===== src/source/game_pkg.sv =====
`default_nettype none

package game_pkg;

    typedef logic [9:0]  coord_t;    // screen coordinate
    typedef logic [3:0]  delta_t;    // signed step per tick
    typedef logic [31:0] wb_data_t;
    typedef logic [2:0]  wb_addr_t;  // word address

    localparam int screen_width  = 640;
    localparam int screen_height = 480;
    localparam int sprite_size   = 8;  // square box, top-left anchored

    localparam wb_addr_t reg_control       = 3'd0;
    localparam wb_addr_t reg_target_start  = 3'd1;
    localparam wb_addr_t reg_target_delta  = 3'd2;
    localparam wb_addr_t reg_torpedo_start = 3'd3;
    localparam wb_addr_t reg_torpedo_delta = 3'd4;
    localparam wb_addr_t reg_step_period   = 3'd5;
    localparam wb_addr_t reg_end_delay     = 3'd6;
    localparam wb_addr_t reg_status        = 3'd7;  // read only

    typedef enum logic [1:0]
    {
        state_start = 2'd0,
        state_aim   = 2'd1,
        state_shoot = 2'd2,
        state_end   = 2'd3
    } game_state_t;

endpackage

`default_nettype wire


===== src/source/game_collision.sv =====
`default_nettype none
`timescale 1ns/1ps

module game_collision
(
    input  logic             clk,
    input  logic             reset,
    input  game_pkg::coord_t ax,
    input  game_pkg::coord_t ay,
    input  game_pkg::coord_t bx,
    input  game_pkg::coord_t by,
    output logic            collision
);

    import game_pkg::*;

    logic overlap_x;
    logic overlap_y;

    // sums are evaluated at integer width, so no wrap near 1023
    assign overlap_x = (ax < bx + sprite_size) & (bx < ax + sprite_size);
    assign overlap_y = (ay < by + sprite_size) & (by < ay + sprite_size);

    always_ff @(posedge clk or posedge reset)
    begin
        if (reset)
            collision <= 1'b0;
        else
            collision <= overlap_x & overlap_y;
    end

endmodule

`default_nettype wire


===== src/source/game_master_fsm.sv =====
`default_nettype none
`timescale 1ns/1ps

module game_master_fsm
(
    input  logic clk,
    input  logic reset,
    input  logic run,
    input  logic key,
    output logic target_write_xy,
    output logic torpedo_write_xy,
    output logic target_write_dxy,
    output logic torpedo_write_dxy,
    output logic target_enable_update,
    output logic torpedo_enable_update,
    input  logic target_within_screen,
    input  logic torpedo_within_screen,
    input  logic collision,
    input  logic end_timer_running,
    output logic end_timer_start,
    output logic round_start,
    output logic game_won,
    output logic game_over
);

    import game_pkg::*;

    game_state_t state;
    game_state_t next_state;

    logic next_target_write_xy;
    logic next_torpedo_write_xy;
    logic next_target_write_dxy;
    logic next_torpedo_write_dxy;
    logic next_target_enable_update;
    logic next_torpedo_enable_update;
    logic next_end_timer_start;
    logic next_round_start;
    logic next_game_won;
    logic next_game_over;

    always_comb
    begin
        next_state                 = state;
        next_target_write_xy       = 1'b0;
        next_torpedo_write_xy      = 1'b0;
        next_target_write_dxy      = 1'b0;
        next_torpedo_write_dxy     = 1'b0;
        next_target_enable_update  = 1'b0;
        next_torpedo_enable_update = 1'b0;
        next_end_timer_start       = 1'b0;
        next_round_start           = 1'b0;
        next_game_won              = game_won;

        case (state)
            state_start:
            begin
                if (run)
                begin
                    next_target_write_xy  = 1'b1;
                    next_torpedo_write_xy = 1'b1;
                    next_target_write_dxy = 1'b1;
                    next_round_start      = 1'b1;
                    next_game_won         = 1'b0;
                    next_state            = state_aim;
                end
            end

            state_aim:
            begin
                next_target_enable_update = 1'b1;

                // wait while the start position load is still in flight
                if (!target_write_xy)
                begin
                    if (key)
                        next_state = state_shoot;
                    else if (!target_within_screen)
                    begin
                        next_end_timer_start = 1'b1;
                        next_state           = state_end;
                    end
                end
            end

            state_shoot:
            begin
                next_torpedo_write_dxy     = 1'b1;
                next_target_enable_update  = 1'b1;
                next_torpedo_enable_update = 1'b1;

                if (collision)
                    next_game_won = 1'b1;

                if (collision || !target_within_screen || !torpedo_within_screen)
                begin
                    next_end_timer_start = 1'b1;
                    next_state           = state_end;
                end
            end

            default:
            begin
                if (collision)
                    next_game_won = 1'b1;  // late hit still counts

                if (!end_timer_running)
                    next_state = state_start;
            end
        endcase

        next_game_over = (next_state == state_end);
    end

    always_ff @(posedge clk or posedge reset)
    begin
        if (reset)
        begin
            state                 <= state_start;
            target_write_xy       <= 1'b0;
            torpedo_write_xy      <= 1'b0;
            target_write_dxy      <= 1'b0;
            torpedo_write_dxy     <= 1'b0;
            target_enable_update  <= 1'b0;
            torpedo_enable_update <= 1'b0;
            end_timer_start       <= 1'b0;
            round_start           <= 1'b0;
            game_won              <= 1'b0;
            game_over             <= 1'b0;
        end
        else
        begin
            state                 <= next_state;
            target_write_xy       <= next_target_write_xy;
            torpedo_write_xy      <= next_torpedo_write_xy;
            target_write_dxy      <= next_target_write_dxy;
            torpedo_write_dxy     <= next_torpedo_write_dxy;
            target_enable_update  <= next_target_enable_update;
            torpedo_enable_update <= next_torpedo_enable_update;
            end_timer_start       <= next_end_timer_start;
            round_start           <= next_round_start;
            game_won              <= next_game_won;
            game_over             <= next_game_over;
        end
    end

endmodule

`default_nettype wire


===== src/source/game_regs.sv =====
`default_nettype none
`timescale 1ns/1ps

module game_regs
(
    input  logic               clk,
    input  logic               reset,
    input  logic               wb_cyc,
    input  logic               wb_stb,
    input  logic               wb_we,
    input  game_pkg::wb_addr_t wb_adr,
    input  game_pkg::wb_data_t wb_dat_w,
    output game_pkg::wb_data_t wb_dat_r,
    output logic               wb_ack,
    output logic               run,
    output game_pkg::coord_t   target_x0,
    output game_pkg::coord_t   target_y0,
    output game_pkg::delta_t   target_dx,
    output game_pkg::delta_t   target_dy,
    output game_pkg::coord_t   torpedo_x0,
    output game_pkg::coord_t   torpedo_y0,
    output game_pkg::delta_t   torpedo_dx,
    output game_pkg::delta_t   torpedo_dy,
    output logic [15:0]        step_period,
    output logic [7:0]         end_delay,
    input  logic               game_won,
    input  logic               game_over,
    input  logic               round_start
);

    import game_pkg::*;

    logic     transfer;
    logic [7:0] rounds_played;
    wb_data_t read_word;

    // ack follows one clock later, never back to back
    assign transfer = wb_cyc & wb_stb & ~wb_ack;

    always_comb
    begin
        case (wb_adr)
            reg_control:       read_word = {31'd0, run};
            reg_target_start:  read_word = {6'd0, target_y0, 6'd0, target_x0};
            reg_target_delta:  read_word = {12'd0, target_dy, 12'd0, target_dx};
            reg_torpedo_start: read_word = {6'd0, torpedo_y0, 6'd0, torpedo_x0};
            reg_torpedo_delta: read_word = {12'd0, torpedo_dy, 12'd0, torpedo_dx};
            reg_step_period:   read_word = {16'd0, step_period};
            reg_end_delay:     read_word = {24'd0, end_delay};
            default:           read_word = {16'd0, rounds_played, 6'd0, game_over, game_won};
        endcase
    end

    always_ff @(posedge clk or posedge reset)
    begin
        if (reset)
        begin
            wb_ack        <= 1'b0;
            run           <= 1'b0;
            target_x0     <= '0;
            target_y0     <= '0;
            target_dx     <= '0;
            target_dy     <= '0;
            torpedo_x0    <= '0;
            torpedo_y0    <= '0;
            torpedo_dx    <= '0;
            torpedo_dy    <= '0;
            step_period   <= 16'd1;
            end_delay     <= 8'd1;
            rounds_played <= 8'd0;
        end
        else
        begin
            wb_ack <= transfer;

            if (transfer && wb_we)
            begin
                case (wb_adr)
                    reg_control:       run <= wb_dat_w[0];
                    reg_target_start:  {target_y0, target_x0} <= {wb_dat_w[25:16], wb_dat_w[9:0]};
                    reg_target_delta:  {target_dy, target_dx} <= {wb_dat_w[19:16], wb_dat_w[3:0]};
                    reg_torpedo_start: {torpedo_y0, torpedo_x0} <= {wb_dat_w[25:16], wb_dat_w[9:0]};
                    reg_torpedo_delta: {torpedo_dy, torpedo_dx} <= {wb_dat_w[19:16], wb_dat_w[3:0]};
                    reg_step_period:   step_period <= wb_dat_w[15:0];
                    reg_end_delay:     end_delay   <= wb_dat_w[7:0];
                    default:           ;  // status is read only
                endcase
            end

            if (round_start)
                rounds_played <= rounds_played + 8'd1;
        end
    end

    always_ff @(posedge clk)
    begin
        if (transfer)
            wb_dat_r <= read_word;  // held while ack is high
    end

endmodule

`default_nettype wire


===== src/source/game_sprite.sv =====
`default_nettype none
`timescale 1ns/1ps

module game_sprite
(
    input  logic             clk,
    input  logic             reset,
    input  game_pkg::coord_t x0,
    input  game_pkg::coord_t y0,
    input  game_pkg::delta_t dx,
    input  game_pkg::delta_t dy,
    input  logic             write_xy,
    input  logic             write_dxy,
    input  logic             enable_update,
    input  logic             step_tick,
    output game_pkg::coord_t x,
    output game_pkg::coord_t y,
    output logic             within_screen
);

    import game_pkg::*;

    delta_t vx;
    delta_t vy;
    coord_t step_x;
    coord_t step_y;

    // sign extend the 4-bit velocity to coordinate width
    assign step_x = {{6{vx[3]}}, vx};
    assign step_y = {{6{vy[3]}}, vy};

    always_ff @(posedge clk or posedge reset)
    begin
        if (reset)
        begin
            vx <= '0;
            vy <= '0;
        end
        else if (write_dxy)
        begin
            vx <= dx;
            vy <= dy;
        end
    end

    always_ff @(posedge clk or posedge reset)
    begin
        if (reset)
        begin
            x <= '0;
            y <= '0;
        end
        else if (write_xy)
        begin
            x <= x0;  // start position wins over motion
            y <= y0;
        end
        else if (enable_update && step_tick)
        begin
            x <= x + step_x;  // wraps modulo 1024
            y <= y + step_y;
        end
    end

    // wrapping below zero gives a large value, so both edges read as off screen
    assign within_screen = (x < screen_width  - sprite_size)
                         & (y < screen_height - sprite_size);

endmodule

`default_nettype wire


===== src/source/game_timebase.sv =====
`default_nettype none
`timescale 1ns/1ps

module game_timebase
(
    input  logic        clk,
    input  logic        reset,
    input  logic [15:0] step_period,
    input  logic [7:0]  end_delay,
    input  logic        end_timer_start,
    output logic        step_tick,
    output logic        end_timer_running
);

    logic [15:0] step_count;
    logic [7:0]  end_count;
    logic        last_clock;

    // a period of zero behaves like a period of one
    assign last_clock = (step_count + 16'd1 >= step_period);

    always_ff @(posedge clk or posedge reset)
    begin
        if (reset)
        begin
            step_count <= 16'd0;
            step_tick  <= 1'b0;
        end
        else if (last_clock)
        begin
            step_count <= 16'd0;
            step_tick  <= 1'b1;
        end
        else
        begin
            step_count <= step_count + 16'd1;
            step_tick  <= 1'b0;
        end
    end

    always_ff @(posedge clk or posedge reset)
    begin
        if (reset)
            end_count <= 8'd0;
        else if (end_timer_start)
            end_count <= end_delay;
        else if (step_tick && end_count != 8'd0)
            end_count <= end_count - 8'd1;  // one step per tick
    end

    // the start pulse itself counts, so the FSM never sees a gap before the load
    assign end_timer_running = end_timer_start | (end_count != 8'd0);

endmodule

`default_nettype wire


===== src/source/game_top.sv =====
`default_nettype none
`timescale 1ns/1ps

module game_top
(
    input  logic               clk,
    input  logic               reset,
    input  logic               key,
    input  logic               wb_cyc,
    input  logic               wb_stb,
    input  logic               wb_we,
    input  game_pkg::wb_addr_t wb_adr,
    input  game_pkg::wb_data_t wb_dat_w,
    output game_pkg::wb_data_t wb_dat_r,
    output logic               wb_ack
);

    import game_pkg::*;

    logic        run;
    coord_t      target_x0, target_y0, torpedo_x0, torpedo_y0;
    delta_t      target_dx, target_dy, torpedo_dx, torpedo_dy;
    logic [15:0] step_period;
    logic [7:0]  end_delay;
    logic        step_tick, end_timer_start, end_timer_running;
    coord_t      target_x, target_y, torpedo_x, torpedo_y;
    logic        target_within_screen, torpedo_within_screen, collision;
    logic        target_write_xy, torpedo_write_xy;
    logic        target_write_dxy, torpedo_write_dxy;
    logic        target_enable_update, torpedo_enable_update;
    logic        round_start, game_won, game_over;

    game_regs game_regs_inst (.*);

    game_timebase game_timebase_inst (.*);

    game_sprite target_sprite
    (
        .clk, .reset, .step_tick,
        .x0 (target_x0), .y0 (target_y0), .dx (target_dx), .dy (target_dy),
        .write_xy (target_write_xy), .write_dxy (target_write_dxy),
        .enable_update (target_enable_update),
        .x (target_x), .y (target_y), .within_screen (target_within_screen)
    );

    game_sprite torpedo_sprite
    (
        .clk, .reset, .step_tick,
        .x0 (torpedo_x0), .y0 (torpedo_y0), .dx (torpedo_dx), .dy (torpedo_dy),
        .write_xy (torpedo_write_xy), .write_dxy (torpedo_write_dxy),
        .enable_update (torpedo_enable_update),
        .x (torpedo_x), .y (torpedo_y), .within_screen (torpedo_within_screen)
    );

    game_collision game_collision_inst
    (
        .clk, .reset, .collision,
        .ax (target_x), .ay (target_y), .bx (torpedo_x), .by (torpedo_y)
    );

    game_master_fsm game_master_fsm_inst (.*);

endmodule

`default_nettype wire


===== config.mk =====
export PLATFORM = sky130hd
export DESIGN_NAME = game_top
export DESIGN_NICKNAME = d
export VERILOG_FILES = /design/src/source/game_pkg.sv /design/src/source/game_collision.sv /design/src/source/game_master_fsm.sv /design/src/source/game_regs.sv /design/src/source/game_sprite.sv /design/src/source/game_timebase.sv /design/src/source/game_top.sv
export SDC_FILE = /design/constraint.sdc
export NUM_CORES = 1
export LEC_CHECK = 0
export BUFFER_PORTS_ARGS = -buffer_cell sky130_fd_sc_hd__buf_2
export CAP_MARGIN = 10
export CORE_MARGIN = 4
export CORE_UTILIZATION = 45
export CTS_BUF_LIST = sky130_fd_sc_hd__clkbuf_8
export CTS_CLUSTER_DIAMETER = 40
export DETAILED_ROUTE_END_ITERATION = 10
export PLACE_DENSITY = 0.64
export SLEW_MARGIN = 10
export SYNTH_ARGS = -nofsm -noshare
export SYNTH_HDL_FRONTEND = slang
export SYNTH_SLANG_ARGS = --single-unit

===== constraint.sdc =====
create_clock -name clk -period 14.59 [get_ports clk]
set_input_delay 1.459 -clock clk [delete_from_list [all_inputs] [get_ports clk]]
set_output_delay 1.459 -clock clk [all_outputs]
set_load 0.05 [all_outputs]

==> impl_metrics.py, run 1 <==
metrics = {
    "route": {
        "via_count": 8711,
        "drcViolationCount": 0,
        "postRouteWirelength_um": 27700,
        "routed_wire_length_per_instance_um": 17.4,
        "drt_first_pass_iters": 5,
        "dr.first_iter.drc_count": 521,
        "avgViaCountPerCell": 5.48,
        "antenna_left": 0,
    },
    "layout": {
        "syn2layout_area_growth_pct": 11.7,
        "insertedDiodeCount": 0,
        "mostFrequentLayoutCells": "dfrtp_1 (177), nand2_1 (115), ha_1 (97), o21ai_0 (91), mux2_2 (86)",
        "nNetsFinal": 1368,
        "layout.cells.non_filler": 1590,
        "final_common_cell": "dfrtp_1",
        "fraction_of_layout_cells_with_a_size_suffix_above_1_pct": 18.4,
    },
    "place": {
        "gp_congestion": 0.868,
        "numPortBuffers": 61,
        "dpl_worst_slack_ns": 10.67,
        "place_hpwl_um": 19900,
        "placed_cells": 1521,
    },
    "power_and_ir_drop": {
        "post-layout-total-power_mw": 2.32,
        "power.switching_mw": 0.865,
        "pwr-share-seq_pct": 39.3,
        "power_frac_clock_pct": 25.2,
        "cellPowerDensity_nw_per_um2": 173,
        "internal_power_mw": 1.45,
        "total_leakage_power_nw": 6.24,
        "max-vdd-ir-drop_mv": 0.0652,
        "switching_share_pct": 37.3,
        "power_frac_comb_pct": 35.4,
    },
    "global_route": {
        "grt_usage_pct": 19.3,
        "grt_antenna_before_repair": 0,
        "total_global_routing_overflow": 0,
        "largest_net_degree_at_the_start_of_global_routing": 102,
        "grt_pass1_vias": 8869,
        "first_pass_grt_wire_length_um": 45800,
    },
    "clocking": {
        "clock_latency_reported_for_the_late_side_of_the_worst_skew_pair_ns": 0.53,
        "postCtsResizedCells": 0,
        "cts_sinks": 206,
        "clock_buffer_count_from_cts": 38,
        "cts-hold-fix-buffers": 0,
        "number_of_h_tree_levels": 2,
        "clock_path_buffers": 3,
        "clock_tree_from_tritoncts": "yes",
        "clk_pin_slew_ns": 0.06,
        "root_buffer": "clkbuf_8",
        "cts_setup_buffers": 0,
    },
    "worst_setup_path": {
        "worst-endpoint-arrival_ns": 3.80,
        "start_kind": "input port",
        "path_max_fanout": 30,
        "critPathMaxStageDelay_ns": 0.97,
        "timing.reg2reg.setup_slack_ns": 11.32,
        "critical_path.endpoint_type": "flop",
        "critPathMostFrequentCell": "nand2_1",
        "critPathRequiredTime_ns": 15.00,
        "worst_path_cell_chain": "buf_2 -> nand2_1 -> nor2_4 -> buf_4 -> nand2_1 -> nor2_1 -> and3_1 -> mux2_2",
        "worst-setup-path-type": "in -> reg",
        "worst_path_max_delay_cell": "and3_1",
    },
    "timing": {
        "rsz0062_at_grt": "false",
        "timing.final.max_slew_violations": 0,
        "maxClockFrequency_mhz": 295,
        "post-route-period-util_pct": 23.3,
        "tightest_slew_ns": 1.16,
        "timing.final.hold_violations": 0,
        "tns_ns": 0,
        "slew-limit-headroom_pct": 22.4,
        "timing.final.setup_violations": 0,
        "hold-worst-slack_ns": 0.468,
        "finalCriticalPeriod_ns": 3.39,
        "worst_clock_skew_ns": 0.0174,
        "timing.final.ws_setup_ns": 11.20,
    },
    "logic_synthesis": {
        "synth.avg_cell_area_um2": 10.3,
        "synth-edff-count": 26,
        "synth_top_cells_by_area": "dfrtp_1 (37%), ha_1 (10%), mux2_2 (8.1%)",
        "postSynthCellCount": 1162,
        "synth_warnings": 0,
        "synthDistinctLibCells": 59,
        "ys_seq_elements": 206,
        "synth_largest_area_cell": "dfrtp_1",
        "asyncSetResetFlopFracSynth_pct": 87.4,
        "synth-seq-area-share_pct": 44.1,
        "post-synth-top-area-fraction_pct": 37.2,
        "yosys_most_used_dff": "dfrtp_1",
        "post_synth_instance_area_um2": 12000,
    },
    "min_path": {
        "hp-class": "reg -> reg",
    },
    "job": {
        "number_of_max_capacitance_violations_reported": 0,
    },
    "floorplan": {
        "core-area_um2": 26100,
        "die-area_um2": 29300,
        "pin_count": 74,
        "die_h_um": 171,
        "initial_cell_density_of_the_core_pct": 45.9,
        "die_width_um": 171,
        "num_rows": 59,
    },
    "outcome": {
        "run_status": "finished clean",
    },
}
worst max-delay path: cells and delay by family:
kind | cells | cell delay, ns
AND/OR/NAND/NOR | 5 | 1.43
buffers and inverters | 2 | 0.45
multiplexers | 1 | 0.42
power by group through the flow:
stage / clock network (mW) / logic (mW) / registers [mW]
finish: 0.585 / 0.821 / 0.912
global route: 0.629 / 0.945 / 0.937
CTS: 0.602 / 0.828 / 0.911
detailed placement: 0 / 0.820 / 0.921
global placement: 0 / 0.798 / 0.916
floorplan: 0 / 0.665 / 0.858
sequential cells by signal, summed over array words and instances, names as in the netlist, 8 cells and up:
signal and count:
game_regs_inst.end_delay 8, game_regs_inst.rounds_played 8, game_regs_inst.step_period 16, game_regs_inst.target_x0 10, game_regs_inst.target_y0 10, game_regs_inst.torpedo_x0 10, game_regs_inst.torpedo_y0 10, game_regs_inst.wb_dat_r 26
game_timebase_inst.end_count 8, game_timebase_inst.step_count 16, target_sprite.x 10, target_sprite.y 10, torpedo_sprite.x 10, torpedo_sprite.y 10
cell type report:
class,count,area [um^2]
sequential,206,5290
clock inverter,23,184
clock buffer,46,633
fill,2377,12700
inverter,52,200
multi-input combinational,861,6310
timing repair buffer,67,350
tap,335,419
cells by family (layout without fill, tap and decap cells):
logic type      Yosys count  count (layout)  share of synthesized area [%]
buf+inv                 100             188                           3.50
other cells               1               6                         0.0313
simple gates            314             314                           12.6
flops                   206             206                           44.1
fa+ha+maj               101             101                           10.8
compound gates          259             259                           13.3
mux                     112             112                           10.6
xor+xnor                 69              69                           5.04
layer usage:
layer	global-route usage [%]	share of wire (%)	wire length, um
met5	0	0	0
met1	27.1	47	13000
met4	5.58	2.4	671
met3	3.06	4.1	1120
met2	31.3	46	12800
cell usage after synthesis, types with 26 or more instances:
| cell type | number |
|---|---|
| dfrtp_1 | 178 |
| nand2_1 | 115 |
| ha_1 | 97 |
| o21ai_0 | 91 |
| mux2_2 | 86 |
| a21oi_1 | 69 |
| nor2_1 | 69 |
| inv_1 | 52 |
| xor2_1 | 40 |
| xnor2_1 | 29 |
| clkbuf_1 | 28 |
| nand3_1 | 28 |
| edfxtp_1 | 26 |
metrics by stage:
stage	cell area [um^2]	util, %
after floorplan	12000	-
after global placement	12600	48.1
after detailed placement	12600	48.1
after CTS	13400	51.2
after global routing	13400	51.2
final	13400	51.2
path summary, 6_finish.rpt:
| check | cells after the start | endpoint | start |
|---|---|---|---|
| worst max-delay path | 8 | game_regs_inst.torpedo_y0[9] | wb_cyc |
| worst min-delay path | 1 | game_regs_inst.rounds_played[7] | game_regs_inst.rounds_played[7] |
| worst max register to register | 12 | game_timebase_inst.step_count[4] | game_timebase_inst.step_count[0] |
| worst min register to register | 1 | game_regs_inst.rounds_played[7] | game_regs_inst.rounds_played[7] |
| max in group asynchronous | 3 | game_regs_inst.target_y0[9] | reset |
| min in group asynchronous | 2 | game_timebase_inst.end_count[4] | reset |
Power figures use the tool's default switching activity.
==> run 2, diff against run 1 <==
--- a/config.mk
+++ b/config.mk
@@ -5,6 +5,7 @@
 export SDC_FILE = /design/constraint.sdc
 export NUM_CORES = 1
 export LEC_CHECK = 0
+export ABC_AREA = 1
 export BUFFER_PORTS_ARGS = -buffer_cell sky130_fd_sc_hd__buf_2
 export CAP_MARGIN = 10
 export CORE_MARGIN = 4
==> constraint.sdc (replaced) <==
create_clock -name clk -period 3.2 [get_ports clk]
set_input_delay 0.32 -clock clk [delete_from_list [all_inputs] [get_ports clk]]
set_output_delay 0.32 -clock clk [all_outputs]
set_load 0.05 [all_outputs]
==> run 2 against run 1 <==
Cell count up 25%. Via count up 19%. Clock-buffer cell count down 1. Non-clock buffer count up 3. Clock power rose to 4.6 times the previous value. Design area up 4.2%. Routed wire length up 19%. Sequential share of layout area down 1.6 points.
==> impl_metrics.py, run 2 <==
metrics = {
    "logic_synthesis": {
        "synth-edff-count": 26,
        "synth_largest_area_cell": "dfrtp_1",
        "synth_warnings": 0,
        "post-synth-top-area-fraction_pct": 35.7,
        "synth-seq-area-share_pct": 42.4,
        "post_synth_instance_area_um2": 12500,
        "postSynthCellCount": 1510,
        "ys_seq_elements": 206,
        "yosys_most_used_dff": "dfrtp_1",
        "synth_most_common_cell": "nand2_1",
        "synthDistinctLibCells": 48,
        "synth.avg_cell_area_um2": 8.26,
        "asyncSetResetFlopFracSynth_pct": 87.4,
        "synth.cells.most_frequent": "nand2_1 (359), inv_1 (210), dfrtp_1 (178)",
        "synth_top_cells_by_area": "dfrtp_1 (36%), nand2_1 (11%), ha_1 (9.7%)",
    },
    "place": {
        "post_dp_cell_area_um2": 13100,
        "place_hpwl_um": 24200,
        "numPortBuffers": 61,
        "gp_congestion": 0.885,
        "dpl_worst_slack_ns": 0.413,
        "placed_cells": 1916,
    },
    "global_route": {
        "total_global_routing_overflow": 0,
        "grt_pass1_vias": 10100,
        "largest_net_degree_at_the_start_of_global_routing": 86,
        "grt_antenna_before_repair": 0,
        "first_pass_grt_wire_length_um": 53500,
        "grt_usage_pct": 21.7,
    },
    "worst_setup_path": {
        "critPathMostFrequentCell": "inv_1",
        "timing.reg2reg.setup_slack_ns": 0.45,
        "worst_path_max_delay_cell": "dfrtp_1",
        "critPathRequiredTime_ns": 3.64,
        "worst-endpoint-arrival_ns": 3.19,
        "crit_family": "simple AND/OR/NAND/NOR gates",
        "path_max_fanout": 17,
        "critical_path.endpoint_type": "flop",
        "start_kind": "flop",
        "worst-setup-path-type": "reg -> reg",
        "critical_path.n_buffers_inverters": 4,
        "worst_path_cell_chain": "ha_1 -> nand2_1 -> nor3_2 -> inv_1 -> nor3_2 -> xor2_1 -> inv_1 -> ha_1 -> nand2_1 -> inv_1 -> nand3_1 -> inv_1 -> a21oi_1 -> nand3_2 -> nor3_1",
        "critPathMaxStageDelay_ns": 0.41,
    },
    "route": {
        "dr.first_iter.drc_count": 814,
        "drt_first_pass_iters": 5,
        "routed_wire_length_per_instance_um": 16.5,
        "via_count": 10400,
        "drcViolationCount": 0,
        "avgViaCountPerCell": 5.22,
        "antenna_left": 0,
        "postRouteWirelength_um": 32900,
    },
    "timing": {
        "timing.final.hold_violations": 0,
        "tightest_slew_ns": 0.633,
        "timing.final.ws_setup_ns": 0.449,
        "timing.final.max_slew_violations": 0,
        "hold-worst-slack_ns": 0.0442,
        "worst_clock_skew_ns": 0.0229,
        "post-route-period-util_pct": 86.0,
        "timing.final.setup_violations": 0,
        "rsz0062_at_grt": "false",
        "tns_ns": 0,
        "finalCriticalPeriod_ns": 2.75,
        "slew-limit-headroom_pct": 57.7,
        "maxClockFrequency_mhz": 364,
    },
    "layout": {
        "post_route_cell_area_um2": 13900,
        "final_core_util_pct": 51.4,
        "mostFrequentLayoutCells": "nand2_1 (359), inv_1 (225), dfrtp_1 (178), nor2_1 (99), ha_1 (97)",
        "largestRegisters": "game_regs_inst.wb_dat_r (26), game_regs_inst.step_period (16), game_timebase_inst.step_count (16)",
        "max_flop_register": "game_regs_inst.wb_dat_r",
        "nNetsFinal": 1729,
        "insertedDiodeCount": 0,
        "largest_register_ffs": 26,
        "fraction_of_layout_cells_with_a_size_suffix_above_1_pct": 12.5,
        "layout.cells.non_filler": 1991,
        "syn2layout_area_growth_pct": 11.7,
        "final_common_cell": "nand2_1",
    },
    "clocking": {
        "cts_sinks": 206,
        "clock_tree_from_tritoncts": "yes",
        "number_of_h_tree_levels": 2,
        "root_buffer": "clkbuf_8",
        "clk_pin_slew_ns": 0.06,
        "postCtsResizedCells": 0,
        "cts-hold-fix-buffers": 1,
        "clock_path_buffers": 3,
        "clock_buffer_count_from_cts": 40,
        "clock_latency_reported_for_the_late_side_of_the_worst_skew_pair_ns": 0.54,
        "cts_setup_buffers": 0,
    },
    "power_and_ir_drop": {
        "total_leakage_power_nw": 7.04,
        "post-layout-total-power_mw": 11.3,
        "cellPowerDensity_nw_per_um2": 809,
        "max-vdd-ir-drop_mv": 0.438,
    },
    "floorplan": {
        "die_width_um": 175,
        "pin_count": 74,
        "core-area_um2": 27100,
        "die-area_um2": 30500,
        "num_rows": 60,
        "initial_cell_density_of_the_core_pct": 46.0,
        "die_h_um": 175,
    },
    "job": {
        "number_of_max_capacitance_violations_reported": 0,
    },
    "outcome": {
        "run_status": "finished clean",
    },
    "min_path": {
        "hp-class": "in -> reg",
    },
}
## run 2: changes by cell type after synthesis, sizes merged, moves of 38 or more
cell | previous run | this run
nand2 | 115 | 369
o21ai | 91 | 129
inv | 52 | 228
nor2 | 69 | 108
nand3 | 28 | 85
mux2 | 86 | 2
## run 2: kinds of logic after synthesis
logic type | share of synthesized area (%)
simple gates | 20.0
fa+ha+maj | 10.4
buf+inv | 9.03
mux | 0.180
compound gates | 14.0
other cells | 0.0301
xor+xnor | 4.00
flops | 42.4
## run 2: per-layer routing
layer  track usage [%]  vias up  part of all wire (%)
met5                 0        -                     0
met2              33.0      249                    43
met3              4.33       68                   6.0
met4              7.04        0                   2.9
li1                  -     5139                     -
met1              31.4     4944                    48
## run 2: worst min-delay path, stage by stage
cell and delay [ns]:
buf_2 0.07, nor2_1 0.03, a21oi_1 0.10
## run 2: power by group
group | total, mW | internal, mW | switching [mW]
clock network | 2.71 | 1.55 | 1.16
registers | 4.07 | 3.30 | 0.772
logic | 4.50 | 1.71 | 2.79
total | 11.3 | 6.55 | 4.72
## run 2: area by class of cell
| class | instances | area (um^2) |
|---|---|---|
| clock buffer | 45 | 619 |
| clock inverter | 29 | 215 |
| fill | 2561 | 13200 |
| inverter | 228 | 865 |
| multi-input combinational | 1041 | 6090 |
| sequential | 206 | 5290 |
| tap | 372 | 465 |
| timing repair buffer | 70 | 400 |
## run 2: final timing paths
| path | startpoint | cells after the start | end |
|---|---|---|---|
| worst min-delay path | wb_dat_w[14] | 3 | game_regs_inst.step_period[14] |
| worst max-delay path | game_timebase_inst.step_count[0] | 15 | game_timebase_inst.step_count[2] |
| min in group asynchronous | reset | 3 | game_regs_inst.torpedo_y0[7] |
| worst max register to register | game_timebase_inst.step_count[0] | 15 | game_timebase_inst.step_count[2] |
| max in group asynchronous | reset | 4 | target_sprite.x[6] |
| worst min register to register | game_regs_inst.rounds_played[7] | 1 | game_regs_inst.rounds_played[7] |
